## config.mk

```make
export PLATFORM = sky130hd
export DESIGN_NAME = wisc_core
export DESIGN_NICKNAME = d
export VERILOG_FILES = /design/src/verilog/wisc_pkg.sv /design/src/verilog/wisc_core.sv /design/src/verilog/execute_unit.sv /design/src/verilog/reg_file.sv /design/src/verilog/instr_decode.sv
export VERILOG_INCLUDE_DIRS = /design/src /design/src/include
export SDC_FILE = /design/constraint.sdc
export NUM_CORES = 1
export LEC_CHECK = 0
export BUFFER_PORTS_ARGS = -buffer_cell sky130_fd_sc_hd__clkbuf_2
export CAP_MARGIN = 10
export CELL_PAD_IN_SITES_DETAIL_PLACEMENT = 1
export CELL_PAD_IN_SITES_GLOBAL_PLACEMENT = 1
export CORE_UTILIZATION = 54
export CTS_CLUSTER_DIAMETER = 150
export DETAILED_ROUTE_END_ITERATION = 6
export PLACE_DENSITY = 0.95
export SYNTH_ARGS = -nofsm -noshare
export SYNTH_HDL_FRONTEND = slang
export SYNTH_SLANG_ARGS = --single-unit
```

## constraint.sdc

```tcl
create_clock -name clk -period 6.6 [get_ports clk]
set_input_delay 1.32 -clock clk [delete_from_list [all_inputs] [get_ports clk]]
set_output_delay 1.32 -clock clk [all_outputs]
set_load 0.02 [all_outputs]
```

## src/include/wisc_defines.svh

```systemverilog
// Widths, register count, PC step and instruction encodings of the WISC core
`ifndef WISC_DEFINES_SVH
`define WISC_DEFINES_SVH

// Datapath and register file sizes
`define WISC_DATA_W   16
`define WISC_REG_CNT  8
`define WISC_REG_W    3
`define WISC_PC_STEP  2

// Opcodes in instr[15:11]
`define WISC_OP_HALT  5'b00000
`define WISC_OP_NOP   5'b00001
`define WISC_OP_ADDI  5'b01000
`define WISC_OP_SUBI  5'b01001
`define WISC_OP_XORI  5'b01010
`define WISC_OP_ANDNI 5'b01011
`define WISC_OP_SLBI  5'b10010
`define WISC_OP_LBI   5'b11000
`define WISC_OP_ALU   5'b11011

// Function field of register ALU ops, instr[1:0]
`define WISC_FUNC_ADD  2'b00
`define WISC_FUNC_SUB  2'b01
`define WISC_FUNC_XOR  2'b10
`define WISC_FUNC_ANDN 2'b11

`endif
```

## src/verilog/wisc_pkg.sv

```systemverilog
// Types carried between the pipeline stages of the WISC core
`include "wisc_defines.svh"

package wisc_pkg;

	// Encoded to match the function field
	typedef enum logic [1:0] {
		ALU_ADD  = `WISC_FUNC_ADD,
		ALU_SUB  = `WISC_FUNC_SUB,
		ALU_XOR  = `WISC_FUNC_XOR,
		ALU_ANDN = `WISC_FUNC_ANDN
	} alu_op_e;

	// Decoded controls of one instruction
	typedef struct packed {
		alu_op_e                 alu_op;
		logic                    use_imm;
		// Immediate is the minuend
		logic                    reverse_sub;
		logic                    is_lbi;
		logic                    is_slbi;
		logic                    write_en;
		logic [`WISC_REG_W-1:0]  write_reg;
		logic                    is_halt;
		logic [`WISC_REG_W-1:0]  rs_sel;
		logic [`WISC_REG_W-1:0]  rt_sel;
		logic [`WISC_DATA_W-1:0] imm;
	} dec_ctrl_t;

	// Decode to execute payload
	typedef struct packed {
		dec_ctrl_t               ctrl;
		logic [`WISC_DATA_W-1:0] rs_data;
		logic [`WISC_DATA_W-1:0] rt_data;
	} exe_stage_t;

	// Register write record, also used for forwarding
	typedef struct packed {
		logic                    valid;
		logic [`WISC_REG_W-1:0]  reg_sel;
		logic [`WISC_DATA_W-1:0] data;
	} wb_t;

endpackage

```

## src/verilog/wisc_core.sv

```systemverilog
// Five-stage pipelined WISC core top with PC, stage registers and write-back port
`timescale 1ns/1ps
`include "wisc_defines.svh"

module wisc_core (
	input  logic                    clk,
	input  logic                    rst_n,
	output logic [`WISC_DATA_W-1:0] imem_addr,
	input  logic [`WISC_DATA_W-1:0] imem_data,
	output wisc_pkg::wb_t           wb,
	output logic                    halted
);

	// Fetch
	logic [`WISC_DATA_W-1:0] pc;
	logic                    halt_seen;

	// Fetch/decode register
	logic [`WISC_DATA_W-1:0] fd_instr;
	logic                    fd_valid;

	// Decode
	logic                    dec_valid;
	wisc_pkg::dec_ctrl_t     dec_ctrl;
	logic [`WISC_DATA_W-1:0] dec_rs_data;
	logic [`WISC_DATA_W-1:0] dec_rt_data;

	// Decode/execute register
	wisc_pkg::exe_stage_t    de_stage;

	// Execute
	wisc_pkg::wb_t           exe_result;
	logic                    exe_halt;

	// Execute/memory and memory/write-back registers
	wisc_pkg::wb_t           exm_rec;
	logic                    exm_halt;
	wisc_pkg::wb_t           mwb_rec;
	logic                    halted_q;

	// Fetch logic
	assign imem_addr = pc;

	always_ff @(posedge clk) begin
		if (!rst_n) begin
			pc <= '0;
		end else if (!halt_seen) begin
			pc <= pc + `WISC_PC_STEP;
		end
	end

	always_ff @(posedge clk) begin
		if (!rst_n) begin
			fd_instr <= '0;
			fd_valid <= 1'b0;
		end else begin
			fd_instr <= imem_data;
			// Only the reset bubble is invalid
			fd_valid <= 1'b1;
		end
	end

	// Decode logic
	// Nothing after a decoded HALT may take effect
	assign dec_valid = fd_valid & ~halt_seen;

	always_ff @(posedge clk) begin
		if (!rst_n) begin
			halt_seen <= 1'b0;
		end else if (dec_ctrl.is_halt) begin
			halt_seen <= 1'b1;
		end
	end

	instr_decode instr_decode_i (
		.instr     (fd_instr),
		.valid     (dec_valid),
		.ctrl      (dec_ctrl)
	);

	// Written from write-back, bypassed to decode reads
	reg_file reg_file_i (
		.clk       (clk),
		.rst_n     (rst_n),
		.rd_sel_a  (dec_ctrl.rs_sel),
		.rd_sel_b  (dec_ctrl.rt_sel),
		.rd_data_a (dec_rs_data),
		.rd_data_b (dec_rt_data),
		.wr_en     (mwb_rec.valid),
		.wr_sel    (mwb_rec.reg_sel),
		.wr_data   (mwb_rec.data)
	);

	always_ff @(posedge clk) begin
		if (!rst_n) begin
			de_stage <= '0;
		end else begin
			de_stage.ctrl    <= dec_ctrl;
			de_stage.rs_data <= dec_rs_data;
			de_stage.rt_data <= dec_rt_data;
		end
	end

	// Execute logic
	execute_unit execute_unit_i (
		.stage     (de_stage),
		.fwd_mem   (exm_rec),
		.fwd_wb    (mwb_rec),
		.result    (exe_result),
		.is_halt   (exe_halt)
	);

	always_ff @(posedge clk) begin
		if (!rst_n) begin
			exm_rec  <= '0;
			exm_halt <= 1'b0;
		end else begin
			exm_rec  <= exe_result;
			exm_halt <= exe_halt;
		end
	end

	// Memory stage only delays the record by one cycle
	always_ff @(posedge clk) begin
		if (!rst_n) begin
			mwb_rec <= '0;
		end else begin
			mwb_rec <= exm_rec;
		end
	end

	// Sticky once HALT enters write-back
	always_ff @(posedge clk) begin
		if (!rst_n) begin
			halted_q <= 1'b0;
		end else if (exm_halt) begin
			halted_q <= 1'b1;
		end
	end

	// Write-back port
	assign wb     = mwb_rec;
	assign halted = halted_q;

endmodule

```

## src/verilog/execute_unit.sv

```systemverilog
// Execute stage with operand forwarding, ALU and byte-load results
`timescale 1ns/1ps
`include "wisc_defines.svh"

module execute_unit (
	input  wisc_pkg::exe_stage_t stage,
	input  wisc_pkg::wb_t        fwd_mem,
	input  wisc_pkg::wb_t        fwd_wb,
	output wisc_pkg::wb_t        result,
	output logic                 is_halt
);

	// Newest value of a source register, memory stage first
	function automatic logic [`WISC_DATA_W-1:0] fwd_pick(
		input logic [`WISC_REG_W-1:0]  sel,
		input logic [`WISC_DATA_W-1:0] rf_val,
		input wisc_pkg::wb_t           mem_rec,
		input wisc_pkg::wb_t           wb_rec
	);
		logic [`WISC_DATA_W-1:0] val;
		if (mem_rec.valid && (mem_rec.reg_sel == sel)) begin
			val = mem_rec.data;
		end else if (wb_rec.valid && (wb_rec.reg_sel == sel)) begin
			val = wb_rec.data;
		end else begin
			val = rf_val;
		end
		return val;
	endfunction

	logic [`WISC_DATA_W-1:0] op_a;
	logic [`WISC_DATA_W-1:0] rt_val;
	logic [`WISC_DATA_W-1:0] op_b;
	logic [`WISC_DATA_W-1:0] minuend;
	logic [`WISC_DATA_W-1:0] alu_out;
	logic [`WISC_DATA_W-1:0] slbi_out;

	assign op_a   = fwd_pick(stage.ctrl.rs_sel, stage.rs_data, fwd_mem, fwd_wb);
	assign rt_val = fwd_pick(stage.ctrl.rt_sel, stage.rt_data, fwd_mem, fwd_wb);
	assign op_b   = stage.ctrl.use_imm ? stage.ctrl.imm : rt_val;

	// SUBI subtracts Rs from the immediate, SUB from Rt
	assign minuend = stage.ctrl.reverse_sub ? stage.ctrl.imm : rt_val;

	always_comb begin
		case (stage.ctrl.alu_op)
			wisc_pkg::ALU_ADD:  alu_out = op_a + op_b;
			wisc_pkg::ALU_SUB:  alu_out = minuend - op_a;
			wisc_pkg::ALU_XOR:  alu_out = op_a ^ op_b;
			wisc_pkg::ALU_ANDN: alu_out = op_a & ~op_b;
			default:            alu_out = op_a + op_b;
		endcase
	end

	// Old Rs moves up a byte, immediate fills the low byte
	assign slbi_out = (op_a << 8) | stage.ctrl.imm;

	always_comb begin
		result.valid   = stage.ctrl.write_en;
		result.reg_sel = stage.ctrl.write_reg;
		if (stage.ctrl.is_lbi) begin
			result.data = stage.ctrl.imm;
		end else if (stage.ctrl.is_slbi) begin
			result.data = slbi_out;
		end else begin
			result.data = alu_out;
		end
	end

	assign is_halt = stage.ctrl.is_halt;

endmodule

```

## src/verilog/reg_file.sv

```systemverilog
// Eight-entry register file with two read ports and write-to-read bypass
`timescale 1ns/1ps
`include "wisc_defines.svh"

module reg_file (
	input  logic                    clk,
	input  logic                    rst_n,
	input  logic [`WISC_REG_W-1:0]  rd_sel_a,
	input  logic [`WISC_REG_W-1:0]  rd_sel_b,
	output logic [`WISC_DATA_W-1:0] rd_data_a,
	output logic [`WISC_DATA_W-1:0] rd_data_b,
	input  logic                    wr_en,
	input  logic [`WISC_REG_W-1:0]  wr_sel,
	input  logic [`WISC_DATA_W-1:0] wr_data
);

	logic [`WISC_DATA_W-1:0] regs [`WISC_REG_CNT];

	always_ff @(posedge clk) begin
		if (!rst_n) begin
			for (int i = 0; i < `WISC_REG_CNT; i++) begin
				regs[i] <= '0;
			end
		end else if (wr_en) begin
			regs[wr_sel] <= wr_data;
		end
	end

	// New data wins over the stored value in the write cycle
	assign rd_data_a = (wr_en && (wr_sel == rd_sel_a)) ? wr_data : regs[rd_sel_a];
	assign rd_data_b = (wr_en && (wr_sel == rd_sel_b)) ? wr_data : regs[rd_sel_b];

endmodule

```

## src/verilog/instr_decode.sv

```systemverilog
// Instruction decoder producing control fields, register selects and the immediate
`timescale 1ns/1ps
`include "wisc_defines.svh"

module instr_decode (
	input  logic [`WISC_DATA_W-1:0] instr,
	input  logic                    valid,
	output wisc_pkg::dec_ctrl_t     ctrl
);

	logic [4:0]             opcode;
	logic [1:0]             funct;
	logic [`WISC_REG_W-1:0] rs;
	logic [`WISC_REG_W-1:0] rt;
	logic [`WISC_REG_W-1:0] rd;
	logic [4:0]             imm5;
	logic [7:0]             imm8;

	// Instruction fields
	assign opcode = instr[15:11];
	assign rs     = instr[10:8];
	assign rt     = instr[7:5];
	assign rd     = instr[4:2];
	assign funct  = instr[1:0];
	assign imm5   = instr[4:0];
	assign imm8   = instr[7:0];

	always_comb begin
		// Defaults describe a non-writing instruction
		ctrl             = '0;
		ctrl.alu_op      = wisc_pkg::ALU_ADD;
		ctrl.rs_sel      = rs;
		ctrl.rt_sel      = rt;
		ctrl.write_reg   = rd;

		case (opcode)
			`WISC_OP_ALU: begin
				ctrl.alu_op   = wisc_pkg::alu_op_e'(funct);
				ctrl.write_en = 1'b1;
			end
			`WISC_OP_ADDI,
			`WISC_OP_SUBI: begin
				// Low opcode bits follow the function encoding
				ctrl.alu_op      = wisc_pkg::alu_op_e'(opcode[1:0]);
				ctrl.use_imm     = 1'b1;
				ctrl.reverse_sub = (opcode == `WISC_OP_SUBI);
				ctrl.write_en    = 1'b1;
				ctrl.write_reg   = rt;
				ctrl.imm         = {{(`WISC_DATA_W-5){imm5[4]}}, imm5};
			end
			`WISC_OP_XORI,
			`WISC_OP_ANDNI: begin
				ctrl.alu_op    = wisc_pkg::alu_op_e'(opcode[1:0]);
				ctrl.use_imm   = 1'b1;
				ctrl.write_en  = 1'b1;
				ctrl.write_reg = rt;
				ctrl.imm       = {{(`WISC_DATA_W-5){1'b0}}, imm5};
			end
			`WISC_OP_LBI: begin
				ctrl.is_lbi    = 1'b1;
				ctrl.write_en  = 1'b1;
				ctrl.write_reg = rs;
				ctrl.imm       = {{(`WISC_DATA_W-8){imm8[7]}}, imm8};
			end
			`WISC_OP_SLBI: begin
				// Rs is both source and destination
				ctrl.is_slbi   = 1'b1;
				ctrl.write_en  = 1'b1;
				ctrl.write_reg = rs;
				ctrl.imm       = {{(`WISC_DATA_W-8){1'b0}}, imm8};
			end
			`WISC_OP_HALT: begin
				ctrl.is_halt = 1'b1;
			end
			`WISC_OP_NOP: begin
				ctrl.write_en = 1'b0;
			end
			default: begin
				// Unknown opcode behaves as a NOP
				ctrl.write_en = 1'b0;
			end
		endcase

		// Bubbles and squashed slots do nothing
		if (!valid) begin
			ctrl.write_en = 1'b0;
			ctrl.is_halt  = 1'b0;
		end
	end

endmodule

```

==> results of run 1 <==
-- layout make-up --
| cell class | count | area, um^2 | share of cell area |
|---|---|---|---|
| Multi-Input combinational cell | 929 | 7180 | 0.460 |
| Sequential cell | 261 | 6510 | 0.417 |
| Clock buffer | 37 | 766 | 0.0490 |
| Timing Repair Buffer | 83 | 497 | 0.0318 |
| Tap cell | 335 | 419 | 0.0268 |
| Inverter | 43 | 161 | 0.0103 |
| Clock inverter | 16 | 87.6 | 0.00561 |
| Antenna cell | 1 | 2.50 | 0.000160 |
-- stage by stage --
step	cell area, um^2	utilization	hold WS, ns	cells	setup slack, ns
global route	15600	0.601	0.453	1704	1.51
floorplan	14200	-	0.411	1329	2.75
finish	15600	0.601	0.438	1705	1.62
global placement	14700	0.567	0.418	1649	2.32
detailed placement	14700	0.567	0.427	1649	2.05
CTS	15600	0.600	0.441	1702	1.73
-- final timing paths --
check | from | end | slack [ns] | cells after the start
worst max-delay path | wb[16] | exm_rec[13] | 1.62 | 14
worst min-delay path | de_stage[54] | exm_halt | 0.44 | 1
worst max register to register | wb[16] | exm_rec[13] | 1.62 | 14
worst min register to register | de_stage[54] | exm_halt | 0.44 | 1
-- state kept, by name, summed over array words and instances, names as in the netlist --
signal           count
halted               1
fd_valid             1
exm_rec             20
reg_file_i.regs    128
de_stage            58
exm_halt             1
imem_addr           15
wb                  20
fd_instr            16
halt_seen            1
-- worst reg2reg max path, cell delays in order (launching register included) --
cell and delay [ns]:
dfxtp_1 0.65, xnor2_1 0.22, nand4_2 0.67, mux2i_1 0.47, nand2_1 0.10, o21ai_1 0.34, ha_1 0.38, nor2b_4 0.15
o31a_1 0.29, o41a_1 0.37, o41a_1 0.43, o221ai_2 0.25, xnor2_1 0.17, mux2i_1 0.11, a221oi_2 0.29
-- cells by family after synthesis --
kind of cell,synth area share
muxes,0.157
other,0.000263
adders and majority gates,0.0450
xor gates and xnor gates,0.0342
DFF,0.457
buffers and inverters,0.0387
and+or+nand+nor,0.167
AOI/OAI and AO/OA,0.101
-- report_power, final --
group / internal, mW / switching [mW] / leakage [nW]
combinational: 0.237 / 0.355 / 3.44
clock: 0.819 / 0.710 / 0.417
sequential: 1.77 / 0.0889 / 2.41
-- per-layer routing --
metal,track usage,vias to the layer above
met2,0.601,674
met1,0.457,5610
li1,-,4776
met4,0.220,0
met3,0.0677,233
met5,0,-
-- cells in the mapped netlist, drive strengths merged (2+ instances only) --
cell / instances / area, um^2
a21o: 11 / 82.6
or3: 6 / 37.5
a22oi: 4 / 30.0
o21a: 5 / 37.5
clkbuf: 73 / 274
mux2i: 74 / 744
a31oi: 3 / 18.8
nand2b: 9 / 63.8
edfxtp: 128 / 3840
mux4: 65 / 1460
o41a: 2 / 22.5
xor2: 20 / 175
inv: 43 / 161
ha: 48 / 601
o211ai: 14 / 110
nor3: 28 / 140
a21oi: 62 / 310
o221ai: 2 / 23.8
nor2b: 10 / 70.1
nand4: 6 / 58.8
and3: 4 / 25.0
nand3b: 2 / 15.0
a221oi: 5 / 50.0
nor3b: 2 / 15.0
dfxtp: 133 / 2660
mux2: 2 / 22.5
and2: 183 / 1140
nor2: 119 / 447
a211oi: 39 / 298
or4: 2 / 15.0
nand3: 13 / 65.1
fa: 2 / 40.0
o2111ai: 3 / 26.3
nand2: 70 / 263
xnor2: 33 / 312
buf: 23 / 115
o21ai: 67 / 335
==> metrics.txt, run 1 <==
post-layout min period 4.98 ns; RePlAce Congestion 0.877; Detail Route Antenna Nets 0; Metal-1 WL 18100 um; Slew HR 0.201; status finished, final reports clean; Post-Syn Area 14200 um^2; CP peak stage delay 0.67 ns; Hold Path Class flip-flop to flip-flop; met3 routed WL 3880 um; grt ovf 0; Post-route DRC 0; Port Buffer Count 53; Avg Cell Area, Syn 10.7 um^2; Die Width 164 um; post-DP HPWL 28600 um; Crit Path Max Fanout 16; Worst Path Required 7.06 ns; RSZ-0062 raised after global routing no; Final Max Tran Viols 0; routed vias/inst 6.62; PostCTS Resize Cnt 0; final hold vios 0; Final Setup Violations 0; CP Class flip-flop to flip-flop; vias in the first global route 12100; Clk Latency, worst-skew pair 0.57 ns; Total GRT Usage 0.369; Setup crit end kind flip-flop; final period utilization 0.754; postcts setup bufs 0; fin nets 1415; setup_tns 0 ns; # IOs 55; commonest non-fill, non-tap cells in the layout and2_1, dfxtp_1, edfxtp_1, nor2_1, mux2i_1; row cnt 59; full die area 27000 um^2; WP data arrival 5.44 ns; P&R area growth vs syn 9.77%; most common cell after layout, fill and taps aside and2_1; met2 wire length 23300 um; die height 164 um; Seq/Total Area, Yosys 0.457; PD cells 255 nW/um^2; CP bufs+invs 0; CTS buffer count 29; synth unique cells 65; Worst VDD drop 0.000239 V; highest metal used met4; CTS tree built; fmax 201 MHz; Clock Root Buffer clkbuf_16; Worst Skew 0.0306 ns; initial antenna violation count 1; wire length per cell 28.4 um; Clock Tree Buf Depth 3; fillers 2743; htree depth 1; # clock sinks 261; Post-synth ARST share 0; initial drt markers 1275; global-route wire length before repair 74000 um; largest net degree at the start of global routing 71; Hold Buf Count CTS 0; Syn Inst Count 1329; Startpoint Class flip-flop; Slowest cell on crit path nand4_2; Yosys warnings 0; DRT Pass-1 Iters 5; total of max-cap violations 0; Post-synth EDFFs 128; wirelength, routed 48400 um; crit path cell chain xnor2_1 > nand4_2 > mux2i_1 > nand2_1 > o21ai_1 > ha_1 > nor2b_4 > o31a_1 > o41a_1 > o41a_1 > o221ai_2 > xnor2_1 > mux2i_1 > a221oi_2; layout cell share with drive strength beyond 1 0.150; total core area 26000 um^2; Leak 6.27 nW; Worst-path clk slew 0.07 ns; via count 11300; Yosys reg bits 261; Main synth FF type dfxtp_1; Post-Syn Nets 1397; starting density of the core 0.548; Top delay family on crit path compound AO/OA/AOI/OAI gates; PnR Total Power 3.98 mW; actual slew at the worst max-slew pin 1.20 ns
No activity file was read; power rests on OpenSTA's default activity.
==> inputs of run 2 (changes only) <==
--- a/config.mk
+++ b/config.mk
@@ -10,10 +10,10 @@
 export CAP_MARGIN = 10
 export CELL_PAD_IN_SITES_DETAIL_PLACEMENT = 1
 export CELL_PAD_IN_SITES_GLOBAL_PLACEMENT = 1
-export CORE_UTILIZATION = 54
+export CORE_UTILIZATION = 50
 export CTS_CLUSTER_DIAMETER = 150
 export DETAILED_ROUTE_END_ITERATION = 6
-export PLACE_DENSITY = 0.95
+export PLACE_DENSITY = 0.89
 export SYNTH_ARGS = -nofsm -noshare
 export SYNTH_HDL_FRONTEND = slang
 export SYNTH_SLANG_ARGS = --single-unit
==> constraint.sdc (replaced) <==
create_clock -name clk -period 4.9 [get_ports clk]
set_input_delay 0.98 -clock clk [delete_from_list [all_inputs] [get_ports clk]]
set_output_delay 0.98 -clock clk [all_outputs]
set_load 0.02 [all_outputs]
==> metrics.txt, run 2 (synthesized netlist as in run 1, its figures left out) <==
Hold WS 0.433 ns; Setup crit end kind flip-flop; status finished, final reports clean; Die Width 171 um; Hold Path Class flip-flop to flip-flop; fin nets 1416; wire length per cell 24.6 um; starting density of the core 0.511; # clock sinks 261; layout cell share with drive strength beyond 1 0.155; Detail Route Antenna Nets 0; Crit Path Max Fanout 10; htree depth 1; fmax 226 MHz; number of flip-flops in the largest register 128; Final Max Tran Viols 0; # IOs 55; Antenna Cells 0; actual slew at the worst max-slew pin 1.23 ns; wirelength, routed 43000 um; WP data arrival 4.89 ns; Port Buffer Count 53; initial antenna violation count 0; post-place setup slack 0.608 ns; CP Class flip-flop to flip-flop; via count 10700; total of max-cap violations 0; die height 171 um; final hold vios 0; RSZ-0062 raised after global routing no; post-layout min period 4.43 ns; global-route wire length before repair 66500 um; PostCTS Resize Cnt 0; setup ws final 0.473 ns; setup_tns 0 ns; DRT Pass-1 Iters 5; P&R area growth vs syn 11.0%; grt ovf 0; most common cell after layout, fill and taps aside and2_1; PnR Total Power 5.53 mW; Worst Path Required 5.36 ns; Slew HR 0.180; Worst-path clk slew 0.06 ns; Clock Tree Buf Depth 3; Core Util, Final 0.567; Clk Latency, worst-skew pair 0.57 ns; Worst Skew 0.0258 ns; RePlAce Congestion 0.880; row cnt 61; Clock Root Buffer clkbuf_16; commonest non-fill, non-tap cells in the layout and2_1, dfxtp_1, edfxtp_1, nor2_1, mux2i_1; Total GRT Usage 0.303; DP Area 14800 um^2; vias in the first global route 11300; total core area 27900 um^2; Hold Buf Count CTS 0; routed vias/inst 6.14; largest net degree at the start of global routing 71; Startpoint Class flip-flop; final period utilization 0.903; CTS tree built; full die area 29100 um^2; Final Setup Violations 0; post-layout instance area 15800 um^2; DP Cell Count 1695; PD cells 350 nW/um^2; postcts setup bufs 0; Leak 6.35 nW; largest registers reg_file_i.regs (128), de_stage (58); Worst VDD drop 0.000267 V; Layout Cells excl Fill 1749; Largest Register reg_file_i.regs; Post-route DRC 0; initial drt markers 930; CTS buffer count 29; post-DP HPWL 28400 um
## run 2: layout make-up
class	instances	area, um^2
Multi-Input combinational cell	929	7180
Clock buffer	36	762
Sequential cell	261	6510
Tap cell	378	473
Clock inverter	18	220
Inverter	43	161
Timing Repair Buffer	84	498
Fill cell	2957	12100
## run 2: report_power, final
group	switching, mW	internal, mW	total, mW
combinational	0.434	0.318	0.752
sequential	0.117	2.39	2.50
clock	0.913	1.36	2.28
## run 2: worst max-delay path: stages (launching register included)
cell	delay, ns
dfxtp_1	0.61
xnor2_1	0.22
nand4_2	0.29
mux2i_1	0.21
a21oi_1	0.55
ha_1	0.27
inv_1	0.06
fa_1	0.47
a21oi_1	0.26
o2111ai_1	0.20
a31oi_1	0.33
a21oi_1	0.15
a31oi_1	0.22
xnor2_1	0.15
nor3_1	0.08
a211oi_1	0.23
## run 2: per-layer routing
metal / track usage / share of wire / vias up
li1: - / - / 4775
met1: 0.378 / 0.40 / 5434
met2: 0.529 / 0.50 / 406
met3: 0.0363 / 0.054 / 121
met4: 0.130 / 0.041 / 0
met5: 0 / 0 / -
## run 2: worst paths after layout
| path | endpoint | slack (ns) | start | cells after the start |
|---|---|---|---|---|
| setup / recovery | exm_rec[14] | 0.47 | wb[16] | 15 |
| hold / removal | exm_halt | 0.43 | de_stage[54] | 1 |
| hold reg to reg | exm_halt | 0.43 | de_stage[54] | 1 |
| setup reg to reg | exm_rec[14] | 0.47 | wb[16] | 15 |
